`config.mk`:
```
export PLATFORM = sky130hd
export DESIGN_NAME = vcache_profiler_top
export DESIGN_NICKNAME = d
export VERILOG_FILES = /design/src/vcache_prof_pkg.sv /design/src/vcache_profiler_top.sv /design/src/prof_report_serializer.sv /design/src/prof_activity_counter.sv /design/src/prof_op_counter.sv /design/src/prof_counter_bank.sv
export VERILOG_INCLUDE_DIRS = /design/src
export SDC_FILE = /design/constraint.sdc
export NUM_CORES = 2
export LEC_CHECK = 0
export BUFFER_PORTS_ARGS = -buffer_cell sky130_fd_sc_hd__buf_2
export CORE_UTILIZATION = 55
export CTS_CLUSTER_SIZE = 25
export DETAILED_ROUTE_END_ITERATION = 12
export GPL_TIMING_DRIVEN = 0
export PLACE_DENSITY = 0.69
export SLEW_MARGIN = 0
export SYNTH_ARGS = -nofsm -noshare
export SYNTH_HDL_FRONTEND = slang
export SYNTH_SLANG_ARGS = --single-unit
```
`constraint.sdc`:
```
create_clock -name clk_i -period 182.8 [get_ports clk_i]
set_input_delay 27.42 -clock clk_i [delete_from_list [all_inputs] [get_ports clk_i]]
set_output_delay 27.42 -clock clk_i [all_outputs]
set_load 0.01 [all_outputs]
```
`src/vcache_prof_defines.svh`:
```
// vcache profiler constants
`ifndef VCACHE_PROF_DEFINES_SVH
`define VCACHE_PROF_DEFINES_SVH

`define PROF_CTR_WIDTH 32   // counter and report word width
`define PROF_MASK_WIDTH 8   // store byte mask
`define PROF_TAG_WIDTH 32   // print tag

`define PROF_OP_FIELDS 26   // operation counters
`define PROF_ACT_FIELDS 8   // activity counters

// 2 header words followed by every counter
`define PROF_RPT_WORDS 36

`endif
```
`src/vcache_prof_pkg.sv`:
```
// vcache profiler types
`default_nettype none

`include "vcache_prof_defines.svh"

package vcache_prof_pkg;

  typedef enum logic [1:0] {
    e_amo_swap  = 2'd0,
    e_amo_or    = 2'd1,
    e_amo_add   = 2'd2,
    e_amo_other = 2'd3
  } amo_subop_e;

  // decoded operation from the cache output stage
  typedef struct packed {
    logic       ld_op;
    logic       st_op;
    logic       mask_op;        // store uses byte mask
    logic [1:0] data_size_op;   // 3 d, 2 w, 1 h, 0 b
    logic       sigext_op;      // signed load
    logic       tagst_op;
    logic       tagfl_op;
    logic       taglv_op;
    logic       tagla_op;
    logic       afl_op;
    logic       aflinv_op;
    logic       ainv_op;
    logic       alock_op;
    logic       aunlock_op;
    logic       atomic_op;
    amo_subop_e amo_subop;
  } cache_decode_s;

  // first field sits in the top bits, report order follows declaration order
  typedef struct packed {
    logic [`PROF_CTR_WIDTH-1:0] ld;
    logic [`PROF_CTR_WIDTH-1:0] ld_ld;
    logic [`PROF_CTR_WIDTH-1:0] ld_ldu;
    logic [`PROF_CTR_WIDTH-1:0] ld_lw;
    logic [`PROF_CTR_WIDTH-1:0] ld_lwu;
    logic [`PROF_CTR_WIDTH-1:0] ld_lh;
    logic [`PROF_CTR_WIDTH-1:0] ld_lhu;
    logic [`PROF_CTR_WIDTH-1:0] ld_lb;
    logic [`PROF_CTR_WIDTH-1:0] ld_lbu;
    logic [`PROF_CTR_WIDTH-1:0] st;
    logic [`PROF_CTR_WIDTH-1:0] sm_sd;
    logic [`PROF_CTR_WIDTH-1:0] sm_sw;
    logic [`PROF_CTR_WIDTH-1:0] sm_sh;
    logic [`PROF_CTR_WIDTH-1:0] sm_sb;
    logic [`PROF_CTR_WIDTH-1:0] tagst;
    logic [`PROF_CTR_WIDTH-1:0] tagfl;
    logic [`PROF_CTR_WIDTH-1:0] taglv;
    logic [`PROF_CTR_WIDTH-1:0] tagla;
    logic [`PROF_CTR_WIDTH-1:0] afl;
    logic [`PROF_CTR_WIDTH-1:0] aflinv;
    logic [`PROF_CTR_WIDTH-1:0] ainv;
    logic [`PROF_CTR_WIDTH-1:0] alock;
    logic [`PROF_CTR_WIDTH-1:0] aunlock;
    logic [`PROF_CTR_WIDTH-1:0] atomic;
    logic [`PROF_CTR_WIDTH-1:0] amoswap;
    logic [`PROF_CTR_WIDTH-1:0] amoor;
  } op_stat_s;

  typedef struct packed {
    logic [`PROF_CTR_WIDTH-1:0] miss_ld;
    logic [`PROF_CTR_WIDTH-1:0] miss_st;
    logic [`PROF_CTR_WIDTH-1:0] miss_amo;
    logic [`PROF_CTR_WIDTH-1:0] miss_cycles;       // miss handler busy
    logic [`PROF_CTR_WIDTH-1:0] idle_cycles;
    logic [`PROF_CTR_WIDTH-1:0] stall_rsp_cycles;  // response held off
    logic [`PROF_CTR_WIDTH-1:0] dma_read;
    logic [`PROF_CTR_WIDTH-1:0] dma_write;
  } act_stat_s;

endpackage

`default_nettype wire

```
`src/vcache_profiler_top.sv`:
```
// vcache bank profiler top
`timescale 1ns/10ps
`default_nettype none

`include "vcache_prof_defines.svh"

module vcache_profiler_top (
  input  wire logic                                   clk_i,
  input  wire logic                                   reset_i,

  // cache output stage
  input  wire logic                                   v_i,
  input  wire logic                                   yumi_i,
  input  wire logic                                   miss_i,
  input  wire vcache_prof_pkg::cache_decode_s         decode_i,
  input  wire logic [`PROF_MASK_WIDTH-1:0]            mask_i,

  // dma packet port, write_not_read only
  input  wire logic                                   dma_v_i,
  input  wire logic                                   dma_yumi_i,
  input  wire logic                                   dma_write_i,

  input  wire logic [`PROF_CTR_WIDTH-1:0]             global_ctr_i,
  input  wire logic                                   print_v_i,
  input  wire logic [`PROF_TAG_WIDTH-1:0]             print_tag_i,

  output logic                                        rpt_v_o,
  output logic [$clog2(`PROF_RPT_WORDS)-1:0]          rpt_idx_o,
  output logic [`PROF_CTR_WIDTH-1:0]                  rpt_data_o,
  output logic                                        busy_o
);

  vcache_prof_pkg::op_stat_s  op_stat;
  vcache_prof_pkg::act_stat_s act_stat;

  prof_op_counter prof_op_counter_inst (
    .clk_i     (clk_i),
    .reset_i   (reset_i),
    .v_i       (v_i),
    .yumi_i    (yumi_i),
    .miss_i    (miss_i),
    .decode_i  (decode_i),
    .mask_i    (mask_i),
    .op_stat_o (op_stat)
  );

  prof_activity_counter prof_activity_counter_inst (
    .clk_i       (clk_i),
    .reset_i     (reset_i),
    .v_i         (v_i),
    .yumi_i      (yumi_i),
    .miss_i      (miss_i),
    .ld_op_i     (decode_i.ld_op),
    .st_op_i     (decode_i.st_op),
    .atomic_op_i (decode_i.atomic_op),
    .dma_v_i     (dma_v_i),
    .dma_yumi_i  (dma_yumi_i),
    .dma_write_i (dma_write_i),
    .act_stat_o  (act_stat)
  );

  prof_report_serializer prof_report_serializer_inst (
    .clk_i        (clk_i),
    .reset_i      (reset_i),
    .print_v_i    (print_v_i),
    .print_tag_i  (print_tag_i),
    .global_ctr_i (global_ctr_i),
    .op_stat_i    (op_stat),
    .act_stat_i   (act_stat),
    .busy_o       (busy_o),
    .rpt_v_o      (rpt_v_o),
    .rpt_idx_o    (rpt_idx_o),
    .rpt_data_o   (rpt_data_o)
  );

endmodule

`default_nettype wire

```
`src/prof_report_serializer.sv`:
```
// statistics report serializer
`timescale 1ns/10ps
`default_nettype none

`include "vcache_prof_defines.svh"

module prof_report_serializer (
  input  wire logic                                   clk_i,
  input  wire logic                                   reset_i,
  input  wire logic                                   print_v_i,
  input  wire logic [`PROF_TAG_WIDTH-1:0]             print_tag_i,
  input  wire logic [`PROF_CTR_WIDTH-1:0]             global_ctr_i,
  input  wire vcache_prof_pkg::op_stat_s              op_stat_i,
  input  wire vcache_prof_pkg::act_stat_s             act_stat_i,
  output logic                                        busy_o,
  output logic                                        rpt_v_o,
  output logic [$clog2(`PROF_RPT_WORDS)-1:0]          rpt_idx_o,
  output logic [`PROF_CTR_WIDTH-1:0]                  rpt_data_o
);

  localparam int idx_w_lp = $clog2(`PROF_RPT_WORDS);
  localparam logic [idx_w_lp-1:0] last_idx_lp = idx_w_lp'(`PROF_RPT_WORDS - 1);

  logic                                       busy_r;
  logic                                       start;
  logic [idx_w_lp-1:0]                        idx_r;
  // ascending range so word 0 is the leftmost slice of the concatenation
  logic [0:`PROF_RPT_WORDS-1][`PROF_CTR_WIDTH-1:0] snap_r;

  assign start = print_v_i & ~busy_r;   // strobes during a report are dropped

  always_ff @(posedge clk_i) begin
    if (reset_i) begin
      busy_r <= 1'b0;
      idx_r  <= '0;
    end else if (start) begin
      busy_r <= 1'b1;
      idx_r  <= '0;
    end else if (busy_r) begin
      if (idx_r == last_idx_lp) begin
        busy_r <= 1'b0;
        idx_r  <= '0;
      end else begin
        idx_r <= idx_r + 1'b1;
      end
    end
  end

  // counters already hold all events up to the edge before the strobe
  always_ff @(posedge clk_i) begin
    if (start) begin
      snap_r <= {global_ctr_i, print_tag_i, op_stat_i, act_stat_i};
    end
  end

  assign busy_o     = busy_r;
  assign rpt_v_o    = busy_r;         // word 0 goes out right after the strobe edge
  assign rpt_idx_o  = idx_r;
  assign rpt_data_o = snap_r[idx_r];

  a_idx_range: assert property (
    @(posedge clk_i) disable iff (reset_i)
    rpt_idx_o <= last_idx_lp
  ) else $error("report index %0d out of range", rpt_idx_o);

  // a report never stalls or skips a word once started
  a_stream: assert property (
    @(posedge clk_i) disable iff (reset_i)
    (rpt_v_o && rpt_idx_o != last_idx_lp)
      |=> (rpt_v_o && rpt_idx_o == $past(rpt_idx_o) + 1'b1)
  ) else $error("report stream broken after index %0d", $past(rpt_idx_o));

endmodule

`default_nettype wire

```
`src/prof_activity_counter.sv`:
```
// miss, stall, idle and dma counters
`timescale 1ns/10ps
`default_nettype none

`include "vcache_prof_defines.svh"

module prof_activity_counter (
  input  wire logic                  clk_i,
  input  wire logic                  reset_i,
  input  wire logic                  v_i,
  input  wire logic                  yumi_i,
  input  wire logic                  miss_i,
  input  wire logic                  ld_op_i,
  input  wire logic                  st_op_i,
  input  wire logic                  atomic_op_i,
  input  wire logic                  dma_v_i,
  input  wire logic                  dma_yumi_i,
  input  wire logic                  dma_write_i,
  output vcache_prof_pkg::act_stat_s act_stat_o
);

  logic                        accept;
  logic                        inc_stall;
  logic                        inc_idle;
  logic                        dma_hs;
  logic [`PROF_ACT_FIELDS-1:0] inc;

  assign accept    = v_i & yumi_i;
  assign inc_stall = v_i & ~yumi_i;                 // response blocked downstream
  assign inc_idle  = ~accept & ~miss_i & ~inc_stall;
  assign dma_hs    = dma_v_i & dma_yumi_i;

  // act_stat_s order, msb first
  assign inc = {
    accept & ld_op_i & miss_i,
    accept & st_op_i & miss_i,
    accept & atomic_op_i & miss_i,
    miss_i,
    inc_idle,
    inc_stall,
    dma_hs & ~dma_write_i,
    dma_hs & dma_write_i
  };

  prof_counter_bank #(
    .stat_t (vcache_prof_pkg::act_stat_s),
    .num_p  (`PROF_ACT_FIELDS)
  ) act_bank_inst (
    .clk_i   (clk_i),
    .reset_i (reset_i),
    .inc_i   (inc),
    .stat_o  (act_stat_o)
  );

endmodule

`default_nettype wire

```
`src/prof_op_counter.sv`:
```
// operation class counters
`timescale 1ns/10ps
`default_nettype none

`include "vcache_prof_defines.svh"

module prof_op_counter (
  input  wire logic                        clk_i,
  input  wire logic                        reset_i,
  input  wire logic                        v_i,
  input  wire logic                        yumi_i,
  input  wire logic                        miss_i,
  input  wire vcache_prof_pkg::cache_decode_s decode_i,
  input  wire logic [`PROF_MASK_WIDTH-1:0] mask_i,
  output vcache_prof_pkg::op_stat_s        op_stat_o
);

  logic                       accept;
  logic                       inc_ld;
  logic                       inc_st;
  logic                       ld_plain;
  logic                       st_masked;
  logic [1:0]                 ld_size;
  int                         mask_ones;
  logic [`PROF_OP_FIELDS-1:0] inc;

  assign accept    = v_i & yumi_i;
  assign inc_ld    = accept & decode_i.ld_op & ~miss_i;   // hits only
  assign inc_st    = accept & decode_i.st_op & ~miss_i;
  assign ld_plain  = inc_ld & ~decode_i.mask_op;
  assign st_masked = inc_st & decode_i.mask_op;
  assign ld_size   = decode_i.data_size_op;
  assign mask_ones = $countones(mask_i);

  // same order as op_stat_s, first field at the msb
  assign inc = {
    inc_ld,
    ld_plain & (ld_size == 2'd3) &  decode_i.sigext_op,   // ld
    ld_plain & (ld_size == 2'd3) & ~decode_i.sigext_op,   // ldu
    ld_plain & (ld_size == 2'd2) &  decode_i.sigext_op,   // lw
    ld_plain & (ld_size == 2'd2) & ~decode_i.sigext_op,   // lwu
    ld_plain & (ld_size == 2'd1) &  decode_i.sigext_op,   // lh
    ld_plain & (ld_size == 2'd1) & ~decode_i.sigext_op,   // lhu
    ld_plain & (ld_size == 2'd0) &  decode_i.sigext_op,   // lb
    ld_plain & (ld_size == 2'd0) & ~decode_i.sigext_op,   // lbu
    inc_st,
    st_masked & (mask_ones == 8),
    st_masked & (mask_ones == 4),
    st_masked & (mask_ones == 2),
    st_masked & (mask_ones == 1),
    accept & decode_i.tagst_op,     // tag and address ops ignore miss
    accept & decode_i.tagfl_op,
    accept & decode_i.taglv_op,
    accept & decode_i.tagla_op,
    accept & decode_i.afl_op,
    accept & decode_i.aflinv_op,
    accept & decode_i.ainv_op,
    accept & decode_i.alock_op,
    accept & decode_i.aunlock_op,
    accept & decode_i.atomic_op,
    accept & decode_i.atomic_op & (decode_i.amo_subop == vcache_prof_pkg::e_amo_swap),
    accept & decode_i.atomic_op & (decode_i.amo_subop == vcache_prof_pkg::e_amo_or)
  };

  prof_counter_bank #(
    .stat_t (vcache_prof_pkg::op_stat_s),
    .num_p  (`PROF_OP_FIELDS)
  ) op_bank_inst (
    .clk_i   (clk_i),
    .reset_i (reset_i),
    .inc_i   (inc),
    .stat_o  (op_stat_o)
  );

  // the cache decodes one operation at a time
  a_one_op: assert property (
    @(posedge clk_i) disable iff (reset_i)
    v_i |-> $onehot0({decode_i.ld_op, decode_i.st_op, decode_i.tagst_op,
                      decode_i.tagfl_op, decode_i.taglv_op, decode_i.tagla_op,
                      decode_i.afl_op, decode_i.aflinv_op, decode_i.ainv_op,
                      decode_i.alock_op, decode_i.aunlock_op, decode_i.atomic_op})
  ) else $error("more than one op bit set with v_i high");

endmodule

`default_nettype wire

```
`src/prof_counter_bank.sv`:
```
// wrapping counter bank
`timescale 1ns/10ps
`default_nettype none

`include "vcache_prof_defines.svh"

module prof_counter_bank #(
  parameter type stat_t = logic [`PROF_CTR_WIDTH-1:0],
  parameter int  num_p  = 1
) (
  input  wire logic             clk_i,
  input  wire logic             reset_i,
  input  wire logic [num_p-1:0] inc_i,   // msb drives first struct field
  output stat_t                 stat_o
);

  logic [num_p-1:0][`PROF_CTR_WIDTH-1:0] ctr_r;

  always_ff @(posedge clk_i) begin
    if (reset_i) begin
      ctr_r <= '0;
    end else begin
      for (int i = 0; i < num_p; i++) begin
        if (inc_i[i]) begin
          ctr_r[i] <= ctr_r[i] + 1'b1;  // wraps, no saturation
        end
      end
    end
  end

  assign stat_o = stat_t'(ctr_r);

  // struct layout must line up one to one with the counters
  a_stat_width: assert property (
    @(posedge clk_i) $bits(stat_t) == num_p * `PROF_CTR_WIDTH
  ) else $error("stat_t is %0d bits, expected %0d counters", $bits(stat_t), num_p);

endmodule

`default_nettype wire

```
Word level (Yosys, flattened, before mapping) --
Index checks and enable logic that the tools add are counted.
Word-level totals: flip-flop bits (word level) 2247, bits of input ports 99, word-level logic and storage cells 188
Cells by class: $lt $le $gt $ge 1, bitwise operators 54, add/sub/neg operators 42, equality and inequality tests 9, reductions and logical operators 3, multiplexer cells 7
Operators by type and width (count):
- $add A32 B1 Y32 const B | 34
- $bmux W32 S6 | 1
- $add A32 B32 Y32 | 3
- $mux W32 | 2
- $and A1 B1 Y1 | 45
- $eq A32 B2 Y1 const B | 1
- $eq A32 B3 Y1 const B | 1
- $eq A32 B4 Y1 const B | 1
- $eq A32 B5 Y1 const B | 1
- $add A1 B1 Y2 | 4
- $not A1 Y1 | 8
- $ge A7 B7 Y1 const B | 1
- $not A6 Y7 | 1
- $add A6 B1 Y6 const B | 1
- $eq A6 B6 Y1 const B | 1
- $mux W6 | 1
- $eq A2 B1 Y1 const B | 2
- $eq A2 B2 Y1 const B | 2
- $logic_not A2 Y1 | 2
- $mux W1 | 3
- $reduce_or A2 Y1 | 1

Depth between registers and ports, before layout --
word-level depth 6, depth in mapped cells 14

Hierarchy --
Synthesis repeated with hierarchy kept, for this count alone.
Second synthesis, totals: cell total of the unflattened synthesis 7598, area, all modules 92551.3 um^2
Modules (own cells, without submodules):
- prof_report_serializer | times used 1, area each 44377.6 um^2, seq. area each 34733.3 um^2, cells an instance 1977
- prof_counter_bank at prof_op_counter_inst.op_bank_inst | times used 1, area each 36403.7 um^2, seq. area each 16656.0 um^2, cells an instance 4260
- prof_counter_bank at prof_activity_counter_inst.act_bank_inst | times used 1, area each 11274.6 um^2, seq. area each 5124.9 um^2, cells an instance 1292
- prof_op_counter | times used 1, area each 444.2 um^2, seq. area each 0.0 um^2, cells an instance 62
- prof_activity_counter | times used 1, area each 51.3 um^2, seq. area each 0.0 um^2, cells an instance 7

Worst setup path before layout --
OpenSTA, ideal clock, no wires.
path type input -> register, start in print_v_i, end reg prof_report_serializer_inst.idx_r[3], in the netlist prof_report_serializer_inst.rpt_idx_o[3], buffers on the path 0, library setup time 0.159 ns, slack 102.858 ns, stages 3, arrival time 79.783 ns, cells stage by stage nor2b_1 > nand2b_1 > nor2_1
Between the ends: word-level cells in the longest chain between the ends 2
RTL lines:
- start, declared | line vcache_profiler_top.sv:24 | input wire logic print_v_i,
- $and A1 B1 Y1 | line prof_report_serializer.sv:30 | assign start = print_v_i & ~busy_r;
- $reduce_or A2 Y1 (no line)
- end signal, assigned | line prof_report_serializer.sv:44 | idx_r <= idx_r + 1'b1;
- end, declared | line prof_report_serializer.sv:26 | logic [idx_w_lp-1:0] idx_r;
Every way passes these cells. A chain may end at the register's enable or synchronous reset.

Final worst setup path --
start reg prof_report_serializer_inst.idx_r[1], in the netlist prof_report_serializer_inst.rpt_idx_o[1], end out rpt_data_o[24]
Between the ends: word-level cells in the longest chain between the ends 4
RTL lines:
- $not A6 Y7 (not written as such) | line prof_report_serializer.sv:59 | assign rpt_data_o = snap_r[idx_r];
- $bmux W32 S6 | line prof_report_serializer.sv:59
- $mux W32 (not written as such) (2 in series) | line prof_report_serializer.sv:59
- end, declared | line vcache_profiler_top.sv:29 | output logic [`PROF_CTR_WIDTH-1:0] rpt_data_o,
Every way passes these cells. The select of a mux whose other input is x is not followed.

==> implementation parameters <==
Parameter                              Value

Outcome
  Status    complete, but fails checks
  Violations in the final reports    capacitance limit, slew limit

Finish
  Final instance area    105400 sq um
  Final core utilization    62.84%
  Share of post-route cells with drive strength above 1    11.24%
  Total number of nets in the final design    8294
  Area Overhead vs Synth    12.94%
  Finished Layout Cells    10570

Detailed routing
  Number of vias per cell after detailed routing    6.346
  Wirelength per Cell    27.16 microns
  First-pass iteration count of the detailed router    6
  Vias after detailed routing    67050
  DRC    0
  Sum of routed wire length over all layers    287000 microns
  Antenna viol nets, final    0
  Violation count after the first detailed-route iteration    8634

Clock tree
  Bufs on Longest Clock Path    3
  Sink Count    2247
  Clock transition at the register clock pins on the worst setup and hold paths after CTS    60 ps
  H-tree depth    4
  TritonCTS buffer count    225
  Hold-fix buffers at CTS    0
  Number of post-CTS setup repair buffers    0
  Clock root cell    sky130_fd_sc_hd__clkbuf_16
  Cts repair resizes    0
  Clock latency on the worst-skew pair    890 ps
  TritonCTS clock tree    done

STA
  Max Slew Vio Count    11
  Slew headroom    -4.984%
  Achievable clock frequency    0.02917 GHz
  Setup TNS Final    0 ps
  Worst slew pin tran    1575 ps
  Minimum clock period    34290 ps
  Minimum hold slack    434.5 ps
  Number of hold violations in the final report    0
  RSZ-0062 raised after global routing    false
  Worst clock skew    29.12 ps
  Final number of setup-violating endpoints    0
  Post-route clock period utilization    18.76%
  Post-route worst setup slack    148510 ps

Global routing
  Total global routing overflow    0
  Initial antenna violation count    21
  Overall global routing resource usage    32.85%
  Pin count of the biggest net entering global routing    37
  Number of global-route vias before repair    61640
  Global-route wire length before repair    412400 microns

Die
  Placeable core area    167800 sq um
  Number of core rows    150
  Die ar.    171400 sq um
  Die extent in y    414.0 microns
  Die width    414.0 microns
  Effective utilization at floorplan    55.64%
  Top-Level Pins    139

Worst setup path
  Worst Path Required    155380 ps
  Slowest-stage cell, CP    sky130_fd_sc_hd__clkbuf_1
  Crit path DAT    6870 ps
  Element type at the critical path start    flip-flop
  Sort of element at the end of the critical path    output pin
  Worst path buffer plus inverter count    6
  Critical path's most frequent cell    sky130_fd_sc_hd__buf_2
  Top delay family on crit path    buffers and inverters
  Critical path type    flip-flop to output pin
  Maximum cell stage delay along the critical path    1040 ps
  Largest fanout of any net on the critical path    10
  Critical Path, Cell by Cell    clkbuf_1, buf_4, buf_2, clkbuf_1, buf_2, mux4_2, a22oi_1, a31oi_1, a21oi_1, nor2_1, buf_2

Placement
  GP Congestion    1.031
  # port buffers    136
  Instance area after placement    97670 sq um
  Detailed placement HPWL    212200 microns
  Pre-CTS setup slack    149960 ps
  Placed Cells    10130

Synth
  Synth warn    0
  Post-synth EDFFs    1152
  Post-synthesis instance area    93360 sq um
  Share of the synthesized area in the top cell type    37.05%
  Mean instance size in the synthesized netlist    12.05 sq um
  Ranking of synthesized cells by instance count    sky130_fd_sc_hd__edfxtp_1 (1152), sky130_fd_sc_hd__dfxtp_1 (1095), sky130_fd_sc_hd__nor2_1 (846)
  Synthesized instance count    7746
  Part of the Yosys area used for sequential elements    60.53%
  Syn Nets    7890
  Share of async-settable or async-resettable flops after synthesis    0%
  Cell types with the largest area share after synthesis    sky130_fd_sc_hd__edfxtp_1 (37%), sky130_fd_sc_hd__dfxtp_1 (23%), sky130_fd_sc_hd__mux4_2 (6.4%), sky130_fd_sc_hd__nor2_1 (3.4%), sky130_fd_sc_hd__xor2_1 (3.4%)
  Dominant register cell in the synthesized netlist    sky130_fd_sc_hd__edfxtp_1
  Number of unique standard cell types used by synthesis    70
  Seq cells post-synth    2247
  Count leader, synth    sky130_fd_sc_hd__edfxtp_1
  Cell taking the most area after synthesis    sky130_fd_sc_hd__edfxtp_1

Power
  Leakage component of the power    34.47 nW
  Maximum VDD drop    0.008478 mV
  Pwr dens    10.22 nW/um^2
  PnR Total Power    1.078 mW

Min path
  Min-delay worst type    flip-flop to flip-flop

Run
  Max-cap check violation count    1
==> sequential cells by signal (all words and copies together) (netlist names) <==
name / count
prof_report_serializer_inst.snap_r: 1152
prof_activity_counter_inst.act_bank_inst.stat_o: 256
prof_op_counter_inst.op_bank_inst.stat_o: 832
prof_report_serializer_inst.busy_o: 1
prof_report_serializer_inst.rpt_idx_o: 6
==> placed cells by master (no fill, tap or decap), types with 174 or more instances in the layout <==
cell / instances
sky130_fd_sc_hd__nand4_1: 335
sky130_fd_sc_hd__a21oi_1: 344
sky130_fd_sc_hd__edfxtp_1: 1152
sky130_fd_sc_hd__xnor2_1: 350
sky130_fd_sc_hd__clkbuf_16: 229
sky130_fd_sc_hd__nand2_1: 365
sky130_fd_sc_hd__buf_2: 174
sky130_fd_sc_hd__or3_1: 222
sky130_fd_sc_hd__clkbuf_1: 350
sky130_fd_sc_hd__o21ai_0: 226
sky130_fd_sc_hd__dfxtp_1: 1095
sky130_fd_sc_hd__nand3_1: 358
sky130_fd_sc_hd__nor2_1: 846
sky130_fd_sc_hd__mux4_2: 264
sky130_fd_sc_hd__xor2_1: 362
==> metal layers <==
| layer | GRT usage (%) | part of all wire [%] |
|---|---|---|
| met2 | 48.14 | 43 |
| met3 | 6.665 | 10 |
| met4 | 16.89 | 5.7 |
| met1 | 46.41 | 41 |
| met5 | 0 | 0.019 |
==> cell type report <==
cell class / instances / area (sq um)
multi-input combinational: 4966 / 34800
buffer: 368 / 1456
inverter: 165 / 619.3
clock buffer: 336 / 6513
fill: 12830 / 62340
clock inverter: 95 / 1220
timing repair buffer: 177 / 1541
sequential: 2247 / 56510
antenna: 8 / 20.02
tap: 2204 / 2758
==> worst paths after layout <==
| check | cells past startpoint | to | startpoint | slack (ps) |
|---|---|---|---|---|
| max | 11 | rpt_data_o[24] | prof_report_serializer_inst.rpt_idx_o[1] | 148510 |
| min | 0 | prof_report_serializer_inst.snap_r[611] | prof_op_counter_inst.op_bank_inst.stat_o[355] | 430 |
| max reg2reg | 9 | prof_report_serializer_inst.rpt_idx_o[1] | prof_report_serializer_inst.rpt_idx_o[1] | 178660 |
| min reg2reg | 0 | prof_report_serializer_inst.snap_r[611] | prof_op_counter_inst.op_bank_inst.stat_o[355] | 430 |
==> power breakdown <==
group          switching, mW  internal (mW)
registers            0.00571          0.540
clock network          0.204          0.275
logic                 0.0366         0.0163
==> cells by family (layout without fill, tap and decap cells) <==
group           count (synthesis)  in the layout  share of synthesized area (%)
simple gates                 2985           2985                          16.87
flops                        2247           2247                          60.53
compound gates                833            833                          5.268
xor+xnor                      712            712                          6.679
buf+inv                       533           1141                          2.215
mux                           391            391                          7.801
fa+ha+maj                      45             45                         0.6352
other cells                     0              8                              0
Note: power is estimated with default switching activity, not from simulation.
